`src/program.hex`:
```
// One 32-bit instruction word per line, for word addresses 0 to 15.
00100093
00200113
00300193
00400213
00500293
00600313
00700393
00800413
00900493
00a00513
00b00593
00c00613
00d00693
00e00713
00f00793
01000813

```
`src/hdl/fetch_pkg.sv`:
```
package fetch_pkg;

  ////////////////////////////////////////////////////////////////////
  // Widths
  ////////////////////////////////////////////////////////////////////

  // Byte address width of the fetch path.
  localparam int unsigned AddrLen = 16;
  localparam int unsigned InstrLen = 32;

  // The ROM holds 16 words, so addresses wrap every 64 bytes.
  localparam int unsigned ImemAddrBits = 4;

  // Predictor table sizes, in index bits.
  localparam int unsigned BtbIndexBits = 3;
  localparam int unsigned BhtIndexBits = 4;

  ////////////////////////////////////////////////////////////////////
  // Encodings
  ////////////////////////////////////////////////////////////////////

  // How the PC of a fetched instruction was chosen.
  typedef enum logic [1:0] {
    FETCH_PREFETCH = 2'd0,
    FETCH_PREDICT  = 2'd1,
    FETCH_REDIRECT = 2'd2
  } fetch_reason_e;

  // Resolved kind of an instruction, reported by the back end.
  // The low bit separates taken from untaken for conditional branches.
  typedef enum logic [1:0] {
    BRANCH_NONE    = 2'd0,
    BRANCH_UNTAKEN = 2'd1,
    BRANCH_TAKEN   = 2'd2,
    BRANCH_JUMP    = 2'd3
  } branch_type_e;

  ////////////////////////////////////////////////////////////////////
  // Bundles
  ////////////////////////////////////////////////////////////////////

  typedef struct packed {
    logic               valid;
    logic [AddrLen-1:0] pc;
  } imem_req_t;

  typedef struct packed {
    logic                valid;
    logic [InstrLen-1:0] instr;
  } imem_resp_t;

  typedef struct packed {
    branch_type_e       branch_type;
    logic [AddrLen-1:0] pc;
  } branch_info_t;

  typedef struct packed {
    logic [AddrLen-1:0]  pc;
    logic [InstrLen-1:0] instr;
    fetch_reason_e       reason;
  } fetched_instr_t;

endpackage

```
`src/hdl/fetch_btb.sv`:
```
`timescale 1ns/1ps

module fetch_btb #(
  parameter int unsigned IndexWidth = 3
) (
  input  logic                          clk_i,
  input  logic                          rst_ni,
  input  logic                          train_valid_i,
  input  fetch_pkg::branch_type_e       train_type_i,
  input  logic [fetch_pkg::AddrLen-1:0] train_pc_i,
  input  logic [fetch_pkg::AddrLen-1:0] train_target_i,
  input  logic [fetch_pkg::AddrLen-1:0] lookup_pc_i,
  output logic                          hit_o,
  output fetch_pkg::branch_type_e       type_o,
  output logic [fetch_pkg::AddrLen-1:0] target_o
);

  // The tag is everything above the word index.
  typedef struct packed {
    logic [fetch_pkg::AddrLen-IndexWidth-3:0] tag;
    fetch_pkg::branch_type_e                  btype;
    logic [fetch_pkg::AddrLen-1:0]            target;
  } btb_entry_t;

  logic [2**IndexWidth-1:0] valid_q;
  btb_entry_t               entry_q [2**IndexWidth];

  logic [IndexWidth-1:0] train_idx;
  logic [IndexWidth-1:0] lookup_idx;
  btb_entry_t            lookup_entry;
  logic                  lookup_hit;

  assign train_idx    = train_pc_i[IndexWidth+1:2];
  assign lookup_idx   = lookup_pc_i[IndexWidth+1:2];
  assign lookup_entry = entry_q[lookup_idx];
  assign lookup_hit   = valid_q[lookup_idx] &&
                        (lookup_entry.tag == lookup_pc_i[fetch_pkg::AddrLen-1:IndexWidth+2]);

  always_ff @(posedge clk_i or negedge rst_ni) begin
    if (!rst_ni) begin
      valid_q <= '0;
      hit_o   <= 1'b0;
    end else begin
      if (train_valid_i) begin
        valid_q[train_idx] <= 1'b1;
      end
      hit_o <= lookup_hit;
    end
  end

  // A training write simply replaces whatever was in the slot.
  always_ff @(posedge clk_i) begin
    if (train_valid_i) begin
      entry_q[train_idx] <= '{
        tag:    train_pc_i[fetch_pkg::AddrLen-1:IndexWidth+2],
        btype:  train_type_i,
        target: train_target_i
      };
    end
    type_o   <= lookup_entry.btype;
    target_o <= lookup_entry.target;
  end

  // All instructions are 32-bit, so neither side should ever see a half-word PC.
  assert property (@(posedge clk_i) disable iff (!rst_ni)
    train_valid_i |-> (train_pc_i[1:0] == 2'b00) && (train_target_i[1:0] == 2'b00));
  assert property (@(posedge clk_i) disable iff (!rst_ni)
    lookup_pc_i[1:0] == 2'b00);

endmodule

```
`src/hdl/fetch_bimodal.sv`:
```
`timescale 1ns/1ps

module fetch_bimodal #(
  parameter int unsigned IndexWidth = 4
) (
  input  logic                          clk_i,
  input  logic                          rst_ni,
  input  logic                          train_valid_i,
  input  logic                          train_taken_i,
  input  logic [fetch_pkg::AddrLen-1:0] train_pc_i,
  input  logic [fetch_pkg::AddrLen-1:0] lookup_pc_i,
  output logic                          taken_o
);

  logic [1:0] ctr_q [2**IndexWidth];

  logic [IndexWidth-1:0] train_idx;
  logic [IndexWidth-1:0] lookup_idx;
  logic [1:0]            train_ctr;

  assign train_idx  = train_pc_i[IndexWidth+1:2];
  assign lookup_idx = lookup_pc_i[IndexWidth+1:2];
  assign train_ctr  = ctr_q[train_idx];

  // Counters start weakly not-taken and saturate at both ends.
  always_ff @(posedge clk_i or negedge rst_ni) begin
    if (!rst_ni) begin
      for (int i = 0; i < 2**IndexWidth; i++) begin
        ctr_q[i] <= 2'b01;
      end
    end else if (train_valid_i) begin
      if (train_taken_i && train_ctr != 2'b11) begin
        ctr_q[train_idx] <= train_ctr + 2'b01;
      end else if (!train_taken_i && train_ctr != 2'b00) begin
        ctr_q[train_idx] <= train_ctr - 2'b01;
      end
    end
  end

  // The upper bit is the prediction, held for the cycle after the lookup.
  always_ff @(posedge clk_i or negedge rst_ni) begin
    if (!rst_ni) begin
      taken_o <= 1'b0;
    end else begin
      taken_o <= ctr_q[lookup_idx][1];
    end
  end

endmodule

```
`src/hdl/fetch_frontend.sv`:
```
`timescale 1ns/1ps

module fetch_frontend (
  input  logic                          clk_i,
  input  logic                          rst_ni,
  output fetch_pkg::imem_req_t          imem_req_o,
  input  fetch_pkg::imem_resp_t         imem_resp_i,
  input  logic                          redirect_valid_i,
  input  logic [fetch_pkg::AddrLen-1:0] redirect_pc_i,
  input  fetch_pkg::branch_info_t       branch_info_i,
  output logic                          fetch_valid_o,
  input  logic                          fetch_ready_i,
  output fetch_pkg::fetched_instr_t     fetch_instr_o
);

  ////////////////////////////////////////////////////////////////////
  // Next PC
  ////////////////////////////////////////////////////////////////////

  // A redirect is a pulse, so hold it until a request can carry it.
  logic                          redirect_valid_q;
  logic [fetch_pkg::AddrLen-1:0] redirect_pc_q;

  // PC and reason of the most recent request.
  logic [fetch_pkg::AddrLen-1:0] pc_q;
  fetch_pkg::fetch_reason_e      reason_q;

  logic [fetch_pkg::AddrLen-1:0] pc_next;
  fetch_pkg::fetch_reason_e      reason_next;
  logic [fetch_pkg::AddrLen-1:0] lookup_pc;
  logic                          issue;

  logic                          btb_hit;
  fetch_pkg::branch_type_e       btb_type;
  logic [fetch_pkg::AddrLen-1:0] btb_target;
  logic                          bht_taken;
  logic                          predict_taken;

  always_ff @(posedge clk_i or negedge rst_ni) begin
    if (!rst_ni) begin
      // Start at PC 0 as if the back end had redirected there.
      redirect_valid_q <= 1'b1;
      redirect_pc_q    <= '0;
    end else if (redirect_valid_i) begin
      redirect_valid_q <= 1'b1;
      redirect_pc_q    <= redirect_pc_i;
    end else if (issue) begin
      redirect_valid_q <= 1'b0;
    end
  end

  // The predictor outputs describe pc_q, since they were looked up when it was chosen.
  assign predict_taken = btb_hit && (btb_type == fetch_pkg::BRANCH_JUMP || bht_taken);

  always_comb begin
    if (redirect_valid_q) begin
      pc_next     = redirect_pc_q;
      reason_next = fetch_pkg::FETCH_REDIRECT;
    end else if (predict_taken) begin
      pc_next     = btb_target;
      reason_next = fetch_pkg::FETCH_PREDICT;
    end else begin
      pc_next     = pc_q + fetch_pkg::AddrLen'(4);
      reason_next = fetch_pkg::FETCH_PREFETCH;
    end
  end

  always_ff @(posedge clk_i or negedge rst_ni) begin
    if (!rst_ni) begin
      pc_q     <= '0;
      reason_q <= fetch_pkg::FETCH_PREFETCH;
    end else if (issue) begin
      pc_q     <= pc_next;
      reason_q <= reason_next;
    end
  end

  // Without a request the tables must keep describing the current PC.
  assign lookup_pc = issue ? pc_next : pc_q;

  ////////////////////////////////////////////////////////////////////
  // Predictors
  ////////////////////////////////////////////////////////////////////

  fetch_btb #(
    .IndexWidth (fetch_pkg::BtbIndexBits)
  ) btb (
    .clk_i,
    .rst_ni,
    .train_valid_i  (redirect_valid_i && (branch_info_i.branch_type inside
                     {fetch_pkg::BRANCH_TAKEN, fetch_pkg::BRANCH_JUMP})),
    .train_type_i   (branch_info_i.branch_type),
    .train_pc_i     (branch_info_i.pc),
    .train_target_i (redirect_pc_i),
    .lookup_pc_i    (lookup_pc),
    .hit_o          (btb_hit),
    .type_o         (btb_type),
    .target_o       (btb_target)
  );

  fetch_bimodal #(
    .IndexWidth (fetch_pkg::BhtIndexBits)
  ) bht (
    .clk_i,
    .rst_ni,
    .train_valid_i (redirect_valid_i && (branch_info_i.branch_type inside
                    {fetch_pkg::BRANCH_TAKEN, fetch_pkg::BRANCH_UNTAKEN})),
    .train_taken_i (branch_info_i.branch_type == fetch_pkg::BRANCH_TAKEN),
    .train_pc_i    (branch_info_i.pc),
    .lookup_pc_i   (lookup_pc),
    .taken_o       (bht_taken)
  );

  ////////////////////////////////////////////////////////////////////
  // Memory request and response buffering
  ////////////////////////////////////////////////////////////////////

  logic                      out_valid_q;
  fetch_pkg::fetched_instr_t out_data_q;
  logic                      skid_valid_q;
  fetch_pkg::fetched_instr_t skid_data_q;
  logic                      flush_q;
  logic                      out_load;
  logic                      resp_keep;
  logic                      skid_write;
  fetch_pkg::fetched_instr_t resp_item;

  // Only ask for a word when its answer is sure to find room next cycle.
  assign out_load   = !out_valid_q || fetch_ready_i;
  assign issue      = !skid_valid_q && out_load;
  assign imem_req_o = '{valid: issue, pc: pc_next};

  assign resp_keep  = imem_resp_i.valid && !flush_q && !redirect_valid_i;
  assign skid_write = resp_keep && !out_load;
  assign resp_item  = '{pc: pc_q, instr: imem_resp_i.instr, reason: reason_q};

  always_ff @(posedge clk_i or negedge rst_ni) begin
    if (!rst_ni) begin
      out_valid_q  <= 1'b0;
      skid_valid_q <= 1'b0;
      flush_q      <= 1'b0;
    end else begin
      // A request sent in the redirect cycle belongs to the old path.
      flush_q <= redirect_valid_i && issue;
      if (redirect_valid_i) begin
        out_valid_q  <= 1'b0;
        skid_valid_q <= 1'b0;
      end else if (out_load) begin
        out_valid_q  <= skid_valid_q || resp_keep;
        skid_valid_q <= 1'b0;
      end else if (skid_write) begin
        skid_valid_q <= 1'b1;
      end
    end
  end

  always_ff @(posedge clk_i) begin
    if (out_load) begin
      out_data_q <= skid_valid_q ? skid_data_q : resp_item;
    end
    if (skid_write) begin
      skid_data_q <= resp_item;
    end
  end

  assign fetch_valid_o = out_valid_q;
  assign fetch_instr_o = out_data_q;

  assert property (@(posedge clk_i) disable iff (!rst_ni)
    skid_write |-> !skid_valid_q);
  assert property (@(posedge clk_i) disable iff (!rst_ni)
    imem_resp_i.valid |-> $past(imem_req_o.valid));

endmodule

```
`src/hdl/fetch_imem.sv`:
```
`timescale 1ns/1ps

module fetch_imem (
  input  logic                  clk_i,
  input  logic                  rst_ni,
  input  fetch_pkg::imem_req_t  req_i,
  output fetch_pkg::imem_resp_t resp_o
);

  ////////////////////////////////////////////////////////////////////
  // Program storage
  ////////////////////////////////////////////////////////////////////

  logic [fetch_pkg::InstrLen-1:0] rom [2**fetch_pkg::ImemAddrBits];

  initial begin
    $readmemh("/design/src/program.hex", rom);
  end

  // Only the word index reaches the ROM, so the byte address wraps every 64 bytes.
  logic [fetch_pkg::ImemAddrBits-1:0] word_idx;

  assign word_idx = req_i.pc[fetch_pkg::ImemAddrBits+1:2];

  ////////////////////////////////////////////////////////////////////
  // Response register
  ////////////////////////////////////////////////////////////////////

  logic                           valid_q;
  logic [fetch_pkg::InstrLen-1:0] instr_q;

  always_ff @(posedge clk_i or negedge rst_ni) begin
    if (!rst_ni) begin
      valid_q <= 1'b0;
    end else begin
      valid_q <= req_i.valid;
    end
  end

  always_ff @(posedge clk_i) begin
    instr_q <= rom[word_idx];
  end

  assign resp_o = '{valid: valid_q, instr: instr_q};

  // The low two address bits never reach the ROM, so a request must be word aligned.
  assert property (@(posedge clk_i) disable iff (!rst_ni)
    req_i.valid |-> (req_i.pc[1:0] == 2'b00));

endmodule

```
`src/hdl/fetch_top.sv`:
```
`timescale 1ns/1ps

module fetch_top (
  input  logic                          clk_i,
  input  logic                          rst_ni,
  input  logic                          redirect_valid_i,
  input  logic [fetch_pkg::AddrLen-1:0] redirect_pc_i,
  input  fetch_pkg::branch_info_t       branch_info_i,
  output logic                          fetch_valid_o,
  input  logic                          fetch_ready_i,
  output fetch_pkg::fetched_instr_t     fetch_instr_o
);

  // Memory bus between the frontend and the ROM.
  fetch_pkg::imem_req_t  imem_req;
  fetch_pkg::imem_resp_t imem_resp;

  fetch_frontend frontend (
    .clk_i,
    .rst_ni,
    .imem_req_o       (imem_req),
    .imem_resp_i      (imem_resp),
    .redirect_valid_i,
    .redirect_pc_i,
    .branch_info_i,
    .fetch_valid_o,
    .fetch_ready_i,
    .fetch_instr_o
  );

  fetch_imem imem (
    .clk_i,
    .rst_ni,
    .req_i  (imem_req),
    .resp_o (imem_resp)
  );

endmodule

```
`config.mk`:
```
export PLATFORM = sky130hd
export DESIGN_NAME = fetch_top
export DESIGN_NICKNAME = d
export VERILOG_FILES = /design/src/hdl/fetch_pkg.sv /design/src/hdl/fetch_btb.sv /design/src/hdl/fetch_bimodal.sv /design/src/hdl/fetch_frontend.sv /design/src/hdl/fetch_imem.sv /design/src/hdl/fetch_top.sv
export SDC_FILE = /design/constraint.sdc
export NUM_CORES = 1
export LEC_CHECK = 0
export ABC_CLOCK_PERIOD_IN_PS = 4500
export BUFFER_PORTS_ARGS = -buffer_cell sky130_fd_sc_hd__clkbuf_2
export CORE_MARGIN = 2
export CORE_UTILIZATION = 25
export CTS_CLUSTER_SIZE = 25
export DETAILED_ROUTE_END_ITERATION = 10
export GPL_ROUTABILITY_DRIVEN = 1
export GPL_TIMING_DRIVEN = 1
export PLACE_DENSITY = 0.35
export SLEW_MARGIN = 20
export SYNTH_ARGS = -nofsm -noshare
export SYNTH_HDL_FRONTEND = slang
export SYNTH_SLANG_ARGS = --single-unit
```
`constraint.sdc`:
```
create_clock -name clk_i -period 4.5 [get_ports clk_i]
set_clock_uncertainty 0.2 [all_clocks]
set_input_delay 0 -clock clk_i [delete_from_list [all_inputs] [get_ports clk_i]]
set_output_delay 0 -clock clk_i [all_outputs]
set_load 0.05 [all_outputs]
```
After elaboration in Yosys (flattened, before gate mapping)
Memory sizes are Yosys's and may differ from the RTL's. Cells that the tools add are included.

Register bits after elaboration: 231. Bits in writable memories: 232. Input bits: 38. Word-level logic and storage cells: 117. Memories kept: 1. Output and inout port bits: 51.

Memory list: frontend.btb.entry_q (depth 8, width 29, rd ports 1, clocked after Yosys merged registers in 0, write ports 1, line fetch_btb.sv:26) `btb_entry_t entry_q [2**IndexWidth];`.

Reduce and logical (&&, ||, !) cells: 30. Order comparisons: 6. Add/sub/neg operators: 3. Bitwise operators: 3. Multiplexer cells: 31. Eq/ne operators: 6.

Operators by type and width (number): bitwise mux 32 bit (2); 2-to-1 mux 32 bit (2); 2-to-1 mux 50 bit (1); 2-to-1 mux 16 bit (3); adder 16 x 3 -> 16 bit (second input constant) (1); binary-select mux 2 bit (select 4 bit) (2); logical AND 1 bit (13); 2-to-1 mux 1 bit (12); 2-to-1 mux 2 bit (6); nonzero test 2 bit (6); equality test 11 bit (1); greater-or-equal comparator 5 bit (second input constant) (2); inverter 4 -> 5 bit (2); demux 2 bit (select 4 bit) (1); less-than comparator 3 x 4 -> 1 bit (second input constant) (2); bitwise OR 8 bit (1); equality test 2 bit (second input constant) (3); zero test 1 bit (6); less-than comparator 5 x 1 -> 1 bit (second input constant) (1); binary-select mux 1 bit (select 3 bit) (1); demux 1 bit (select 3 bit) (1); greater-or-equal comparator 3 x 1 -> 1 bit (second input constant) (1); logical OR 1 bit (3); nonzero test 3 bit (1); other kinds (5) (5).

Logic depth before layout (Yosys ltp)
Word-level depth: 10. Gate-level depth with buffers: 16. Depth with buffers taken out: 13.

Cells and area by module
A second synthesis with hierarchy kept.

Cell total of the unflattened synthesis: 1000. Area total of the unflattened synthesis: 17752.0 µm².

Modules (own cells, without submodules): fetch_btb (cells an instance 416, area each 9605.5 µm², times used 1); fetch_frontend (cells an instance 405, area each 5799.3 µm², times used 1); fetch_bimodal (cells an instance 144, area each 2070.7 µm², times used 1); fetch_imem (cells an instance 35, area each 276.5 µm², times used 1).

Worst setup path before layout
OpenSTA, ideal clock, no wires.

Kind: register to register. Start point: register frontend.out_valid_q, in the netlist frontend.fetch_valid_o. End point: register frontend.btb.hit_o. Stages on the path, launching flop included: 16. Data arrival time: 3.105 ns. Slack: 1.094 ns. Path through: dfrtp_1 nor2b_2 inv_2 nand2_4 clkinv_1 o22ai_2 or2_1 buf_6 inv_4 buf_6 mux2i_1 mux2i_1 xnor2_1 nand4_1 a221o_1 nor4_1.

Cells in the longest elaborated chain, start to end: 7. Elaborated cells on any way between the ends: 9.

RTL lines: from (decl) (line fetch_frontend.sv:118) `logic out_valid_q;`; from (signal assigned) (line fetch_frontend.sv:149) `out_valid_q <= skid_valid_q || resp_keep;`; zero test 1 bit (*) (line fetch_frontend.sv:129) `assign out_load = !out_valid_q || fetch_ready_i;`; logical OR 1 bit (*) (line fetch_frontend.sv:129); net frontend.out_load (line fetch_frontend.sv:123) `logic out_load;`; logical AND 1 bit (*) (line fetch_frontend.sv:130) `assign issue = !skid_valid_q && out_load;`; 2-to-1 mux 16 bit (*) (line fetch_frontend.sv:79) `assign lookup_pc = issue ? pc_next : pc_q;`; memory read (8 x 29 bit) or binary-select mux 1 bit (select 3 bit) (tied branches); equality test 11 bit or 2-to-1 mux 1 bit (tied branches) (line fetch_btb.sv:37, fetch_btb.sv:36); logical AND 1 bit (*) (line fetch_btb.sv:36) `assign lookup_hit = valid_q[lookup_idx] &&`; net frontend.btb.lookup_hit (line fetch_btb.sv:31) `logic lookup_hit;`; to (signal assigned) (line fetch_btb.sv:47) `hit_o <= lookup_hit;`; to (decl) (line fetch_btb.sv:13) `output logic hit_o,`.

The timed path passes the listed nets; every way through them passes the cells marked *. The select of a mux whose other input is x is not followed. A chain may end at the register's enable or synchronous reset.

Worst setup path in the final report
Start point: register frontend.pc_q[2] (netlist name). End point: register frontend.btb.hit_o.

Cells in the longest elaborated chain, start to end: 7. Elaborated cells on any way between the ends: 9.

RTL lines: from (decl) (line fetch_frontend.sv:25) `logic [fetch_pkg::AddrLen-1:0] pc_q;`; from (signal assigned) (line fetch_frontend.sv:73) `pc_q <= pc_next;`; adder 16 x 3 -> 16 bit (line fetch_frontend.sv:63) `pc_next = pc_q + fetch_pkg::AddrLen'(4);`; 2-to-1 mux 16 bit (line fetch_frontend.sv:59) `end else if (predict_taken) begin`; 2-to-1 mux 16 bit (line fetch_frontend.sv:56) `if (redirect_valid_q) begin`; 2-to-1 mux 16 bit (*) (line fetch_frontend.sv:79); memory read (8 x 29 bit) or binary-select mux 1 bit (select 3 bit) (tied branches); equality test 11 bit or 2-to-1 mux 1 bit (tied branches) (line fetch_btb.sv:37, fetch_btb.sv:36); logical AND 1 bit (*) (line fetch_btb.sv:36); net frontend.btb.lookup_hit (line fetch_btb.sv:31).

Marks and branches as above.

==> run metrics <==
hold-critical path depth 4; final RePlAce weighted congestion 0.774; Distinct cells, synth 71; I/O pins 89; std cell rows 90; # fillers 6138; critical path's slowest cell dfrtp_1; Post-synth top flop edfxtp_1; GRT Total Usage 13.7%; Synth Area per Inst 12.4 µm²; Worst IR Drop VDD 229 µV; unrepaired setup endpoints after global routing no; Routed WL 42700 µm; fmax 0.269 GHz; initial antenna violation count 1; outcome completed; Via density 4.47; r2r worst-path depth 12; crit path DAT 3.97 ns; asr flop ratio synth 22.1%; post-DP HPWL 25500 µm; clock-pin slew on the worst setup and hold paths 0.06 ns; WHS 0.0365 ns; CTS root buffer clkbuf_16; CTS tree built; total clock buffers created by CTS 45; DIE WIDTH 251 µm; vias 9584; Critical Path Source Type flop; postcts setup bufs 0; Critical Path RT 4.75 ns; post-synthesis sequential area ratio 68.6%; sequence of cells on the critical path ha_1 > nand2_1 > a21oi_1 > o311ai_0 > o21ai_2 > buf_4 > nor2_1 > nand3_1 > a31o_1 > o2bb2a_1 > nand4_1 > nor4_1; worst slew pin tran 1.06 ns; area delta synth->final 19.5%; Setup CP Type reg -> reg; clk sinks 367; top cells by area, synth edfxtp_1 (53%), dfrtp_1 (11%), nand2_1 (6.7%); Congestion Overflow GR 0; Post-synth EDFFs 268; Multi-input gate area 4390 µm²; Core Region 60400 µm²; LEAKAGE 6.74 nW; worst rel slew slack 29.0%; final-report setup violation count 0; ANT nets after route 0; first-pass GRT wire length 64100 µm; H-tree depth 2; Synth Register Bits 367; DRT Pass-1 Iters 4; largest net degree at the start of global routing 86; Fin Setup TNS 0 ns; Max Cap Viol 0; I/O Buffers 54; Pwr Density 528 nW/µm²; Tcrit/Tclk final 82.5%; cell count after synthesis 1226; Initial Util 25.3%; max-slew violation count 0; vias in the first global route 9541; wire per inst 19.9 µm; Reg area 10500 µm²; nets@finish 1374; Hold Vio Cnt, Final 0; Clock Latency Late Sink 0.56 ns; synthesized cell area 15300 µm²; crit end category flop; CP max FO 9; maximum buffer depth of the clock tree 3; Synth top area share 52.8%; Die Y 251 µm; antenna cells 0; Crit path largest cell delay 0.50 ns; post-synth top area cell edfxtp_1; Tmin final 3.71 ns; yosys warns 0; share of cells above drive strength 1 19.1%; # DRC 0; DR iter-0 viols 573; die area 63000 µm²; worst hold path class in -> reg
## Yosys cell counts, types with 3 or more instances
cell / instances
nand2_1: 274
edfxtp_1: 268
nand3_1: 135
dfrtp_1: 64
nor2_1: 50
mux2_2: 48
a21oi_1: 45
o21ai_0: 43
buf_4: 32
clkbuf_1: 31
buf_1: 20
dfxtp_1: 18
dfstp_2: 17
mux2i_1: 14
buf_2: 13
inv_1: 13
and3_1: 9
mux4_2: 9
or2_2: 8
a32oi_1: 7
nand2b_1: 7
nor3_1: 7
a311oi_1: 5
ha_1: 5
nor3b_1: 5
a2111oi_0: 4
xnor2_1: 4
xor2_1: 4
a211oi_1: 3
a31oi_1: 3
nand3b_1: 3
nand4_1: 3
nor4_1: 3
o31a_1: 3
## state kept, by name, summed over array words and instances, names as in the netlist
| name | count |
|---|---|
| frontend.btb.hit_o | 1 |
| frontend.bht.taken_o | 1 |
| frontend.pc_q | 16 |
| frontend.btb.entry_q | 232 |
| frontend.redirect_pc_q | 16 |
| frontend.btb.target_o | 16 |
| frontend.skid_data_q | 18 |
| frontend.bht.ctr_q | 32 |
| frontend.reason_q | 2 |
| frontend.flush_q | 1 |
| frontend.redirect_valid_q | 1 |
| frontend.skid_valid_q | 1 |
| frontend.fetch_valid_o | 1 |
| frontend.fetch_instr_o | 18 |
| frontend.btb.type_o | 2 |
| frontend.btb.valid_q | 8 |
| imem.valid_q | 1 |
## timing repair
| item | CTS | global route |
|---|---|---|
| endpoints found under the hold margin | 379 | 0 |
| endpoints found under the setup margin | 0 | 0 |
| hold buffers | 36 | 0 |
| resized for setup | 0 | 0 |
## worst max-delay path, delay by kind of cell, from the launching register on
family	cells	cell delay [ns]
adder cells (fa/ha/maj)	1	0.28
AO/OA/AOI/OAI	5	1.14
AND/OR/NAND/NOR	5	1.25
flip-flops	1	0.50
buffers and inverters	1	0.21
## per-stage QoR
| step | worst slack, ns | utilization, % | power, mW | instance area, µm² | std cells |
|---|---|---|---|---|---|
| after global routing | 0.476 | 30.2 | 10.1 | 18200 | 2146 |
| after CTS | 0.747 | 30.2 | 9.82 | 18200 | 2146 |
| final | 0.788 | 30.2 | 9.63 | 18200 | 2146 |
| after floorplan | 1.09 | - | 5.49 | 15400 | 1257 |
| after detailed placement | 0.796 | 27.2 | 6.17 | 16400 | 2030 |
| after global placement | 0.833 | 27.2 | 6.17 | 16400 | 2030 |
## path summary, 6_finish.rpt
kind	to	slack (ns)	from
worst max-delay path	frontend.btb.hit_o	0.79	frontend.pc_q[2]
worst min-delay path	frontend.bht.ctr_q[10]	0.04	branch_info_i[2]
worst max register to register	frontend.btb.hit_o	0.79	frontend.pc_q[2]
worst min register to register	frontend.btb.valid_q[6]	0.27	frontend.btb.valid_q[6]
max in group asynchronous	frontend.redirect_pc_q[14]	2.94	rst_ni
min in group asynchronous	frontend.bht.ctr_q[0]	0.43	rst_ni
## cells in the final DEF, fill, tap and decap left out, types with 5 or more instances in the layout
| cell | n |
|---|---|
| dfrtp_1 | 64 |
| nor2_4 | 8 |
| nand2b_1 | 7 |
| clkbuf_8 | 5 |
| mux2_2 | 48 |
| nand2_1 | 274 |
| nor2_1 | 42 |
| dfxtp_1 | 18 |
| and3_1 | 9 |
| clkinv_2 | 9 |
| buf_4 | 35 |
| a311oi_1 | 5 |
| or2_2 | 8 |
| dlygate4sd3_1 | 35 |
| edfxtp_1 | 268 |
| clkbuf_2 | 53 |
| mux2i_1 | 14 |
| a32oi_1 | 7 |
| mux4_2 | 9 |
| inv_1 | 12 |
| nor3b_1 | 5 |
| clkbuf_16 | 45 |
| dfstp_2 | 17 |
| nand3_1 | 135 |
| o21ai_0 | 43 |
| clkbuf_1 | 8 |
| ha_1 | 5 |
| nor3_1 | 6 |
| a21oi_1 | 45 |
| conb_1 | 32 |
| clkinv_1 | 9 |
## kinds of logic after synthesis
group | synth area share (%)
compound gates | 5.83
xor+xnor | 0.459
fa+ha+maj | 0.410
buf+inv | 3.84
flops | 68.6
mux | 5.79
other cells | 0.0246
simple gates | 15.1
## routing by layer
metal,share of wire [%],GRT usage (%),up-vias
met5,0.030,0,-
met1,49,19.6,4780
li1,-,-,4579
met3,3.3,2.12,57
met4,2.1,4.06,2
met2,45,21.3,166
## cell type report
class | instances | share of cell area, %
multi-input combinational | 775 | 24.1
sequential | 367 | 57.4
inverter | 17 | 0.364
clock inverter | 22 | 1.14
clock buffer | 58 | 6.72
timing repair buffer | 125 | 4.96
tap | 782 | 5.37
## power by group
part	internal (mW)	leakage (nW)	switching, mW
clock	2.14	0.707	1.41
combinational	0.608	2.49	1.23
sequential	4.01	3.54	0.226
total	6.76	6.74	2.87
No activity file was read; power rests on OpenSTA's default activity.
